[config.mk]
export PLATFORM = sky130hd
export DESIGN_NAME = execute_unit
export DESIGN_NICKNAME = d
export VERILOG_FILES = /design/src/common/alu_pkg.sv /design/src/alu/adder_multifunc.sv /design/src/alu/shifter.sv /design/src/alu/alu.sv /design/src/verilog/flag_register.sv /design/src/verilog/execute_unit.sv
export VERILOG_INCLUDE_DIRS = /design/src /design/src/common
export SDC_FILE = /design/constraint.sdc
export NUM_CORES = 1
export LEC_CHECK = 0
export ABC_AREA = 1
export CORE_UTILIZATION = 30
export CTS_CLUSTER_SIZE = 28
export DETAILED_ROUTE_END_ITERATION = 10
export DONT_BUFFER_PORTS = 1
export GPL_TIMING_DRIVEN = 0
export SLEW_MARGIN = 15
export SYNTH_ARGS = -nofsm -noshare
export SYNTH_HDL_FRONTEND = slang
export SYNTH_SLANG_ARGS = --single-unit
[constraint.sdc]
create_clock -name clk -period 3.8 [get_ports clk]
set_clock_uncertainty 0.1 [all_clocks]
set_input_delay 0.76 -clock clk [delete_from_list [all_inputs] [get_ports clk]]
set_output_delay 0.76 -clock clk [all_outputs]
set_load 0.02 [all_outputs]
[src/common/alu_config.svh]
/*
 * Execute stage constants: datapath width, shift amount width
 * and the result returned for undefined opcodes
 */
`ifndef ALU_CONFIG_SVH
`define ALU_CONFIG_SVH

`define ALU_WIDTH      16       // Datapath width in bits
`define ALU_SHAMT_W    4        // Shift amount bits taken from rt
`define ALU_BAD_RESULT 16'hDEAD // Returned for opcodes 12 to 15

`endif

[src/common/alu_pkg.sv]
/*
 * Execute stage types: opcode enum, adder and shifter modes,
 * flag struct, request and response structs
 */
`include "alu_config.svh"

package alu_pkg;

    // Instruction opcodes, 4 bits wide
    typedef enum logic [3:0] {
        ADD       = 4'd0,
        SUB       = 4'd1,
        XOR       = 4'd2,
        RED       = 4'd3,
        SLL       = 4'd4,
        SRA       = 4'd5,
        ROR       = 4'd6,
        PADDSB    = 4'd7,
        LW        = 4'd8,
        SW        = 4'd9,
        LLB       = 4'd10,
        LHB       = 4'd11,
        OP_RSVD12 = 4'd12,
        OP_RSVD13 = 4'd13,
        OP_RSVD14 = 4'd14,
        OP_RSVD15 = 4'd15
    } alu_op_e;

    typedef enum logic [2:0] {
        ADD_SAT,  // Saturating add
        SUB_SAT,  // Saturating subtract
        RED_SUM,  // Byte reduction
        NIB_SAT,  // Nibble-parallel saturating add
        ADD_WRAP  // Plain sum for address generation
    } adder_mode_e;

    typedef enum logic [1:0] {
        SH_SLL,   // Logical left, zero fill
        SH_SRA,   // Arithmetic right, sign fill
        SH_ROR    // Rotate right
    } shift_mode_e;

    // Also used as the per-flag write mask
    typedef struct packed {
        logic n;
        logic v;
        logic z;
    } alu_flags_t;

    typedef struct packed {
        alu_op_e               op;
        logic [`ALU_WIDTH-1:0] rs;
        logic [`ALU_WIDTH-1:0] rt;
    } alu_req_t;

    typedef struct packed {
        logic [`ALU_WIDTH-1:0] rd;
        alu_flags_t            flags;
    } alu_resp_t;

endpackage

[src/alu/adder_multifunc.sv]
/*
 * Multifunction adder: saturating add/subtract on one shared adder,
 * signed byte reduction and nibble-parallel saturating add
 */
`timescale 1ns/1ns
`include "alu_config.svh"

module adder_multifunc (
    input  logic [`ALU_WIDTH-1:0] a,
    input  logic [`ALU_WIDTH-1:0] b,
    input  alu_pkg::adder_mode_e  mode,
    output logic [`ALU_WIDTH-1:0] s,
    output logic                  ovfl
);

    import alu_pkg::*;

    logic                  sub;
    logic [`ALU_WIDTH-1:0] b_eff;
    logic [`ALU_WIDTH-1:0] sum;
    logic                  sum_ovfl;
    logic [`ALU_WIDTH-1:0] sat_sum;
    logic [8:0]            red_rs;
    logic [8:0]            red_rt;
    logic [9:0]            red_total;
    logic [`ALU_WIDTH-1:0] red_ext;
    logic [`ALU_WIDTH-1:0] nib_sum;

    // Shared adder, subtract as a + ~b + 1
    assign sub   = (mode == SUB_SAT);
    assign b_eff = sub ? ~b : b;
    assign sum   = a + b_eff + {{(`ALU_WIDTH-1){1'b0}}, sub};

    // Operands agree in sign but the sum does not
    assign sum_ovfl = (a[`ALU_WIDTH-1] == b_eff[`ALU_WIDTH-1])
                   && (sum[`ALU_WIDTH-1] != a[`ALU_WIDTH-1]);

    always_comb begin
        if (!sum_ovfl)
            sat_sum = sum;
        else if (a[`ALU_WIDTH-1])
            sat_sum = {1'b1, {(`ALU_WIDTH-1){1'b0}}}; // Clamp negative
        else
            sat_sum = {1'b0, {(`ALU_WIDTH-1){1'b1}}}; // Clamp positive
    end

    // Reduction tree over the four signed bytes
    assign red_rs    = {a[15], a[15:8]} + {a[7], a[7:0]};
    assign red_rt    = {b[15], b[15:8]} + {b[7], b[7:0]};
    assign red_total = {red_rs[8], red_rs} + {red_rt[8], red_rt};
    assign red_ext   = {{(`ALU_WIDTH-10){red_total[9]}}, red_total};

    // Four independent 4-bit lanes, each clamped to -8..7
    for (genvar i = 0; i < 4; i++) begin : g_nib
        logic [4:0] lane;

        assign lane = {a[4*i+3], a[4*i +: 4]} + {b[4*i+3], b[4*i +: 4]};
        assign nib_sum[4*i +: 4] = (lane[4] != lane[3]) ? (lane[4] ? 4'h8 : 4'h7)
                                                        : lane[3:0];
    end

    always_comb begin
        case (mode)
            ADD_SAT, SUB_SAT: begin
                s    = sat_sum;
                ovfl = sum_ovfl;
            end
            RED_SUM: begin
                s    = red_ext;
                ovfl = 1'b0;
            end
            NIB_SAT: begin
                s    = nib_sum;
                ovfl = 1'b0;     // Lane clamps do not raise V
            end
            default: begin
                s    = sum;      // ADD_WRAP, address sum
                ovfl = 1'b0;
            end
        endcase
    end

endmodule

[src/alu/shifter.sv]
/*
 * Logarithmic barrel shifter: logical left, arithmetic right, rotate right
 */
`timescale 1ns/1ns
`include "alu_config.svh"

module shifter (
    input  logic [`ALU_WIDTH-1:0]   shift_in,
    input  logic [`ALU_SHAMT_W-1:0] shamt,
    input  alu_pkg::shift_mode_e    mode,
    output logic [`ALU_WIDTH-1:0]   shift_out
);

    import alu_pkg::*;

    logic [`ALU_WIDTH-1:0] stage [0:`ALU_SHAMT_W];

    assign stage[0] = shift_in;

    // Stage i moves by 2**i when shamt[i] is set
    for (genvar i = 0; i < `ALU_SHAMT_W; i++) begin : g_stage
        localparam int AMT = 1 << i;

        logic [`ALU_WIDTH-1:0] moved;

        always_comb begin
            case (mode)
                SH_SRA:  moved = $unsigned($signed(stage[i]) >>> AMT); // Sign fill
                SH_ROR:  moved = (stage[i] >> AMT) | (stage[i] << (`ALU_WIDTH - AMT));
                default: moved = stage[i] << AMT;                      // Zero fill
            endcase
        end

        assign stage[i+1] = shamt[i] ? moved : stage[i];
    end

    assign shift_out = stage[`ALU_SHAMT_W];

endmodule

[src/alu/alu.sv]
/*
 * 16-bit ALU: opcode decode, adder and shifter select, result mux,
 * flag values and per-flag write mask
 */
`timescale 1ns/1ns
`include "alu_config.svh"

module alu (
    input  alu_pkg::alu_op_e      op,
    input  logic [`ALU_WIDTH-1:0] rs,
    input  logic [`ALU_WIDTH-1:0] rt,
    output logic [`ALU_WIDTH-1:0] rd,
    output alu_pkg::alu_flags_t   flags,
    output alu_pkg::alu_flags_t   flag_we
);

    import alu_pkg::*;

    adder_mode_e           adder_mode;
    shift_mode_e           shift_mode;
    logic [`ALU_WIDTH-1:0] adder_out;
    logic                  adder_ovfl;
    logic [`ALU_WIDTH-1:0] shift_out;
    logic [`ALU_WIDTH-1:0] xor_out;
    logic [`ALU_WIDTH-1:0] llb_out;
    logic [`ALU_WIDTH-1:0] lhb_out;

    adder_multifunc adder_inst (
        .a    (rs),
        .b    (rt),
        .mode (adder_mode),
        .s    (adder_out),
        .ovfl (adder_ovfl)
    );

    shifter shifter_inst (
        .shift_in  (rs),
        .shamt     (rt[`ALU_SHAMT_W-1:0]),
        .mode      (shift_mode),
        .shift_out (shift_out)
    );

    assign xor_out = rs ^ rt;
    assign llb_out = {rs[15:8], rt[7:0]}; // Replace low byte
    assign lhb_out = {rt[7:0], rs[7:0]};  // Replace high byte

    always_comb begin
        case (op)
            ADD:     adder_mode = ADD_SAT;
            SUB:     adder_mode = SUB_SAT;
            RED:     adder_mode = RED_SUM;
            PADDSB:  adder_mode = NIB_SAT;
            default: adder_mode = ADD_WRAP; // LW, SW and unused
        endcase
    end

    always_comb begin
        case (op)
            SRA:     shift_mode = SH_SRA;
            ROR:     shift_mode = SH_ROR;
            default: shift_mode = SH_SLL;
        endcase
    end

    always_comb begin
        case (op)
            ADD, SUB, RED, PADDSB, LW, SW: rd = adder_out;
            XOR:                           rd = xor_out;
            SLL, SRA, ROR:                 rd = shift_out;
            LLB:                           rd = llb_out;
            LHB:                           rd = lhb_out;
            default:                       rd = `ALU_BAD_RESULT;
        endcase
    end

    // Flag values, written only where the mask allows
    assign flags.n = rd[`ALU_WIDTH-1];
    assign flags.v = adder_ovfl;
    assign flags.z = (rd == '0);

    always_comb begin
        flag_we = '0;
        case (op)
            ADD, SUB: begin
                flag_we.n = 1'b1;
                flag_we.v = 1'b1;
                flag_we.z = 1'b1;
            end
            XOR, SLL, SRA, ROR: flag_we.z = 1'b1; // Z only
            default: ;
        endcase
    end

    // Undefined opcodes must never touch the status register
    always_comb begin
        if (op inside {OP_RSVD12, OP_RSVD13, OP_RSVD14, OP_RSVD15}) begin
            assert (flag_we == '0)
                else $error("alu: flag write mask set for undefined opcode %0d", op);
        end
    end

endmodule

[src/verilog/flag_register.sv]
/*
 * Processor status register holding N, V and Z with per-flag write mask
 */
`timescale 1ns/1ns

module flag_register (
    input  logic                clk,
    input  logic                rst_n,
    input  logic                we,
    input  alu_pkg::alu_flags_t flags,
    input  alu_pkg::alu_flags_t flag_we,
    output alu_pkg::alu_flags_t status
);

    import alu_pkg::*;

    logic [2:0] hold_mask;

    assign hold_mask = ~flag_we; // Bits that must keep their value

    always_ff @(posedge clk) begin
        if (!rst_n) begin
            status <= '0;
        end else if (we) begin
            if (flag_we.n) status.n <= flags.n;
            if (flag_we.v) status.v <= flags.v;
            if (flag_we.z) status.z <= flags.z;
        end
    end

    // Masked-off flags survive a write
    assert property (@(posedge clk) disable iff (!rst_n)
        we |=> ((status ^ $past(status)) & $past(hold_mask)) == 3'b000)
        else $error("flag_register: masked flag changed on write");

endmodule

[src/verilog/execute_unit.sv]
/*
 * Execute stage top level: ALU, registered result with valid strobe
 * and the processor status register
 */
`timescale 1ns/1ns
`include "alu_config.svh"

module execute_unit (
    input  logic                clk,
    input  logic                rst_n,
    input  logic                req_valid,
    input  alu_pkg::alu_req_t   req,
    output logic                resp_valid,
    output alu_pkg::alu_resp_t  resp,
    output alu_pkg::alu_flags_t status
);

    import alu_pkg::*;

    logic [`ALU_WIDTH-1:0] alu_rd;
    alu_flags_t            alu_flags;
    alu_flags_t            alu_flag_we;

    alu alu_inst (
        .op      (req.op),
        .rs      (req.rs),
        .rt      (req.rt),
        .rd      (alu_rd),
        .flags   (alu_flags),
        .flag_we (alu_flag_we)
    );

    // Status loads on the same edge as the result register
    flag_register flag_register_inst (
        .clk     (clk),
        .rst_n   (rst_n),
        .we      (req_valid),
        .flags   (alu_flags),
        .flag_we (alu_flag_we),
        .status  (status)
    );

    always_ff @(posedge clk) begin
        if (!rst_n) begin
            resp_valid <= 1'b0;
            resp       <= '0;
        end else begin
            resp_valid <= req_valid; // One cycle of latency
            if (req_valid) begin
                resp.rd    <= alu_rd;
                resp.flags <= alu_flags;
            end
        end
    end

    // No stale strobe may leak out of reset
    assert property (@(posedge clk) !rst_n |=> !resp_valid)
        else $error("execute_unit: resp_valid high right after reset");

endmodule

-- After elaboration in Yosys (flattened, before gate mapping)
Cells that the tools add are included.
- register bits after elaboration: 23
- logic and storage cells: 83
- input port bits: 39
- multiplexer cells: 26
- reduce and logical (&&, ||, !) cells: 12
- add/sub/neg operators: 9
- eq/ne operators: 22
- bitwise gates (word level): 6
- operator list (kind ; number):
    $pmux 16 s2 ; 4
    $mux 16 ; 7
    $pmux 16 s5 ; 1
    $pmux 16 s3 ; 1
    $mux 4 ; 8
    $add 4x4->5 ; 4
    $add 8x8->9 ; 2
    $add 16x1->16 ; 1
    $add 16x16->16 ; 1
    $eq 4x3->1 const B ; 4
    $eq 4x4->1 const B ; 4
    $logic_not 16->1 ; 1
    $not 16->16 ; 1
    $or 12x16->16 ; 1
    $or 14x16->16 ; 1
    $or 15x16->16 ; 1
    $or 8x16->16 ; 1
    $xor 16x16->16 ; 1
    $pmux 3 s4 ; 1
    $reduce_or 6->1 ; 2
    $add 9x9->10 ; 1
    $eq 4x2->1 const B ; 2
    $eq 3x2->1 const B ; 2
    $reduce_and 2->1 ; 3
    14 further kinds ; 20

-- Longest topological paths before layout
- depth in word-level cells: 16
- depth in mapped cells: 28

-- By module
From an unflattened synthesis, not the netlist that was laid out.
- cells, all modules: 1326
- area, all modules: 7180.6 µm²
- modules (own cells, without submodules) (module ; sequential area each (µm²) ; cells an instance ; area an instance (µm²) ; times used):
    adder_multifunc ; 0.0 ; 504 ; 3141.8 ; 1
    shifter ; 0.0 ; 345 ; 1689.1 ; 1
    alu ; 0.0 ; 333 ; 1418.9 ; 1
    execute_unit ; 400.4 ; 123 ; 803.3 ; 1
    flag_register ; 60.1 ; 21 ; 127.6 ; 1

-- Worst setup path after synthesis
OpenSTA, ideal clock, no wires.
- path kind: input-to-reg
- from: input req[1] (netlist bit)
- to: register resp[0] (netlist bit)
- data arrival time: 3.759 ns
- slack: -0.128 ns
- stages: 19
- required time: 3.630 ns
- path buffers: 0
- path through: fa_1 fa_1 ha_1 fa_1 nand3_1 nand3_1 nand4_1 nand3_1 o21ai_0 nand2_1 nor2_1 nand2_1 nand2_1 nand3_1 nor2_1 nand2_1 nor2_1 nand2_1 a21oi_1
- cells in the longest elaborated chain, start to end: 10
- elaborated cells on any way between the ends: 24
- those cells by class: add/sub (5); eq/ne (2); mux (11); bitwise (4); reduce/logical (2)
- RTL lines (element ; RTL line ; source):
    from (decl) ; execute_unit.sv:12 ; input alu_pkg::alu_req_t req,
    $not 16->16 ; adder_multifunc.sv:31 ; assign b_eff = sub ? ~b : b;
    $mux 16 ; adder_multifunc.sv:31 ;
    $add 16x16->16 ; adder_multifunc.sv:32 ; assign sum = a + b_eff + {{(`ALU_WIDTH-1){1'b0}}, sub};
    $add 16x1->16 ; adder_multifunc.sv:32 ;
    $ne 1x1->1 ; adder_multifunc.sv:36 ; && (sum[`ALU_WIDTH-1] != a[`ALU_WIDTH-1]);
    $logic_and 1x1->1 ; adder_multifunc.sv:35 ; assign sum_ovfl = (a[`ALU_WIDTH-1] == b_eff[`ALU_WIDTH-1])
    $mux 16 ; adder_multifunc.sv:39 ; if (!sum_ovfl)
    $pmux 16 s3 ; adder_multifunc.sv:63 ; case (mode)
    $pmux 16 s5 (*) ; alu.sv:66 ; case (op)
    $logic_not 16->1 (*) ; alu.sv:79 ; assign flags.z = (rd == '0);
    to (decl) ; execute_unit.sv:14 ; output alu_pkg::alu_resp_t resp,
Every way passes the cells marked *; elsewhere a longest branch is shown, timed or not.
A chain may end at the register's enable or synchronous reset.

-- Worst setup path in the final report
- from: input req[1] (netlist bit)
- to: register flag_register_inst.status[0] (netlist name)
- cells in the longest elaborated chain, start to end: 10
- elaborated cells on any way between the ends: 24
- those cells by class: add/sub (5); eq/ne (2); mux (11); bitwise (4); reduce/logical (2)
- RTL lines (element ; RTL line):
    $not 16->16 ; adder_multifunc.sv:31
    $mux 16 ; adder_multifunc.sv:31
    $add 16x16->16 ; adder_multifunc.sv:32
    $add 16x1->16 ; adder_multifunc.sv:32
    $ne 1x1->1 ; adder_multifunc.sv:36
    $logic_and 1x1->1 ; adder_multifunc.sv:35
    $mux 16 ; adder_multifunc.sv:39
    $pmux 16 s3 ; adder_multifunc.sv:63
    $pmux 16 s5 (*) ; alu.sv:66
    $logic_not 16->1 (*) ; alu.sv:79
Marked as above.

==> metrics.txt <==
final wirelength=21.5 mm; Bufs and invs on worst path=0; clk root buf=clkbuf_16; critical path's top delay family=adder cells; Hold Startpoint=flag_register_inst.status[1]; asr flop ratio synth=0; DRC=0; WHS=466 ps; grt ovf=0; Setup WS post-layout=-97.3 ps; DP HPWL=17.6 mm; vias in the first global route=roughly 6300; worst path cell trace=fa_1, fa_1, ha_2, fa_2, nand3_2, nand3_2, nand4_1, nand3_2, o21ai_4, nand2_2, nor2_1, nand2_1, a21oi_2, nand2_1, nor2_1, nand2_1, nor2_1, nand2_1, a21oi_1; crit path DAT=3980 ps; r2r setup slk=2880 ps; routed length per instance=17.1 um; CP max FO=5; synthesis-stage register bit count=22; slowest stage delay, CP=490 ps; commonest register cell after synthesis=dfxtp_1; Die Y=between 100 and 150 um; Hold Path End=flag_register_inst.status[1]; Max transition margin=0.456; total negative slack=-186 ps; Final Wtd Congestion=1.00; Ys Warns=0; layout cells sized above 1=0.0879; Max Clock Freq=257 MHz; power density cells=245 nW/um^2; global-route usage over all layers=0.221; max-cap violations=0; largest net degree at the start of global routing=13; Clock Sinks=22; largest family of logic cells by synthesized area=simple AND/OR/NAND/NOR gates; later-pin clock latency in the skew report=250 ps; CTS tree=done; clock-pin slew on the worst setup and hold paths=~60 ps; Bufs on Longest Clock Path=2; H-tree depth=1; R2R cell count=4; complex-gate fraction of the synthesized area=0.187; synthesized instance count=slightly above 1000; Layout area overhead=10.8%; Synth Area in Adders=0.169; PortBufs=0; Util after Layout=0.339; Data required, critical path=3890 ps; DR iter-0 viols=656; Min-Delay Path Class=flip-flop to flip-flop; final cycle utilization of the critical path=1.03; Critical Path Most Common Cell=nand2_1; R2R Path End=resp[3]; final setup fails=2; violated checks=setup timing; Mean Syn Cell Area=5.63 um^2; IO Count=62; initial core utilization=0.306; non-filler cells, final=1258; multiplexer area fraction after synthesis=0; die width=140 um; simple-gate area share of the yosys netlist=0.400; highest-delay cell along the critical path=fa_1; drt pass-1 iters=6; Synth cell types=45; n_diodes=0; initial antenna violation count=0; post-synthesis sequential area ratio=0.0773; EDFF count, synth=0; Final Critical Period=3900 ps; count of final hold-check violations=0; via density per instance=5.43; LEAKAGE=0.00320 uW; total CTS buffers=3; DR vias=6827; RSZ-0062 raised after global routing=yes; Hold Path Depth=2; Final ANT Viol Nets=0; WS Path Type=input pin to flip-flop; Net Count, Synth=1116; core area=18600 um^2; area of the mapped netlist=5700 um^2; placed insts=1247; first-pass GRT wire length=34.1 mm; Startpoint Class=input pin; VDD IR max=0.000130 V; RR Startpoint=resp[3]; status=complete, but fails checks; Tightest Pin Transition=813 ps; die area=19600 um^2; Worst Setup End Kind=flip-flop; post-synthesis xor/xnor area fraction=0.0522; row cnt=50; Final #Nets=1128; Max Slew Vio Count=0
registers in the layout, summed over array words and instances (netlist names):
name,flops
resp,18
resp_valid,1
flag_register_inst.status,3
cells in the final DEF (no fill, tap or decap), drive strengths merged, types with 3 or more instances in the layout:
cell type	count
clkinv	4
clkbuf	21
o221ai	3
nand3	108
a21oi	82
nand2	308
nor3	4
or2	4
o22ai	4
o21ai	68
o21bai	4
o2111ai	4
nand4	8
inv	123
dfxtp	22
ha	42
a31oi	6
a221oi	7
buf	24
nor2	102
xor2	19
fa	22
nand3b	3
xnor2	15
a211oi	3
o211ai	7
worst max-delay path by stage:
stage | startpoint | endpoint | slack, ps | cells past startpoint
floorplan | req[1] | resp[0] | 20 | 19
global placement | req[3] | flag_register_inst.status[0] | -890 | 24
detailed placement | req[3] | resp[0] | -870 | 24
CTS | req[17] | resp[0] | -100 | 19
global route | req[1] | resp[0] | -280 | 19
finish | req[1] | flag_register_inst.status[0] | -100 | 19
logic make-up after synthesis:
| logic type | count (synthesis) |
|---|---|
| compound gates | 191 |
| xor+xnor | 34 |
| flops | 22 |
| fa+ha+maj | 64 |
| simple gates | 540 |
| buf+inv | 162 |
synthesized netlist by cell type, types with 4 or more instances:
| cell type | instances | share of area |
|---|---|---|
| o2111ai_1 | 4 | 0.0061 |
| nor2_1 | 100 | 0.066 |
| a221oi_1 | 7 | 0.011 |
| buf_1 | 4 | 0.0026 |
| a31oi_1 | 6 | 0.0066 |
| xnor2_1 | 15 | 0.023 |
| xor2_1 | 19 | 0.029 |
| a21oi_1 | 81 | 0.071 |
| dfxtp_1 | 22 | 0.077 |
| clkbuf_1 | 16 | 0.011 |
| o211ai_1 | 7 | 0.0092 |
| nand3_1 | 107 | 0.094 |
| o22ai_1 | 4 | 0.0044 |
| clkinv_1 | 4 | 0.0026 |
| nand2_2 | 9 | 0.0099 |
| o21bai_1 | 4 | 0.0053 |
| o21ai_0 | 62 | 0.054 |
| inv_1 | 120 | 0.079 |
| nand2_1 | 298 | 0.20 |
| ha_1 | 42 | 0.092 |
| fa_1 | 22 | 0.077 |
| buf_4 | 4 | 0.0053 |
| nand4_1 | 8 | 0.0088 |
| nor3_1 | 4 | 0.0035 |
| buf_2 | 8 | 0.0070 |
| o21ai_1 | 6 | 0.0053 |
layer usage:
metal / track usage / share of wire / vias to the layer above
met2: 0.360 / 0.46 / 321
met4: 0.0879 / 0.040 / 0
met5: 0 / 0 / -
li1: - / - / 3347
met1: 0.290 / 0.42 / 3099
met3: 0.0330 / 0.081 / 60
power by group:
part	switching (uW)	internal [uW]
Combinational	650	375
Clock	81.5	161
Sequential	33.0	249
what timing repair did:
action / CTS / global route
hold buffers: 0 / 0
setup endpoints to repair: 19 / 18
pin swaps: 12 / 10
setup buffers: 2 / 5
resized for setup: 20 / 45
cell type report:
type,instances,area (um^2)
multi-input combinational,829,4760
clock buffer,4,88.8
buffer,34,190
timing repair buffer,7,56.3
fill,2128,12300
tap,234,293
sequential,22,440
inverter,128,490
tightest hold or removal path, delay by kind of cell, from the launching register on:
family             cells  cell delay, ps
DFF                    1             370
and+or+nand+nor        1              90
AOI/OAI and AO/OA      1              50
per-stage QoR:
step	worst slack, ps	total power (uW)	instance area, um^2
2_1_floorplan	15.1	1010	5710
3_3_place_gp	-886	1220	6000
3_5_place_dp	-875	1230	6000
4_1_cts	-101	1500	6160
5_1_grt	-278	1700	6320
6_report	-97.3	1550	6320
Power figures use the tool's default switching activity.
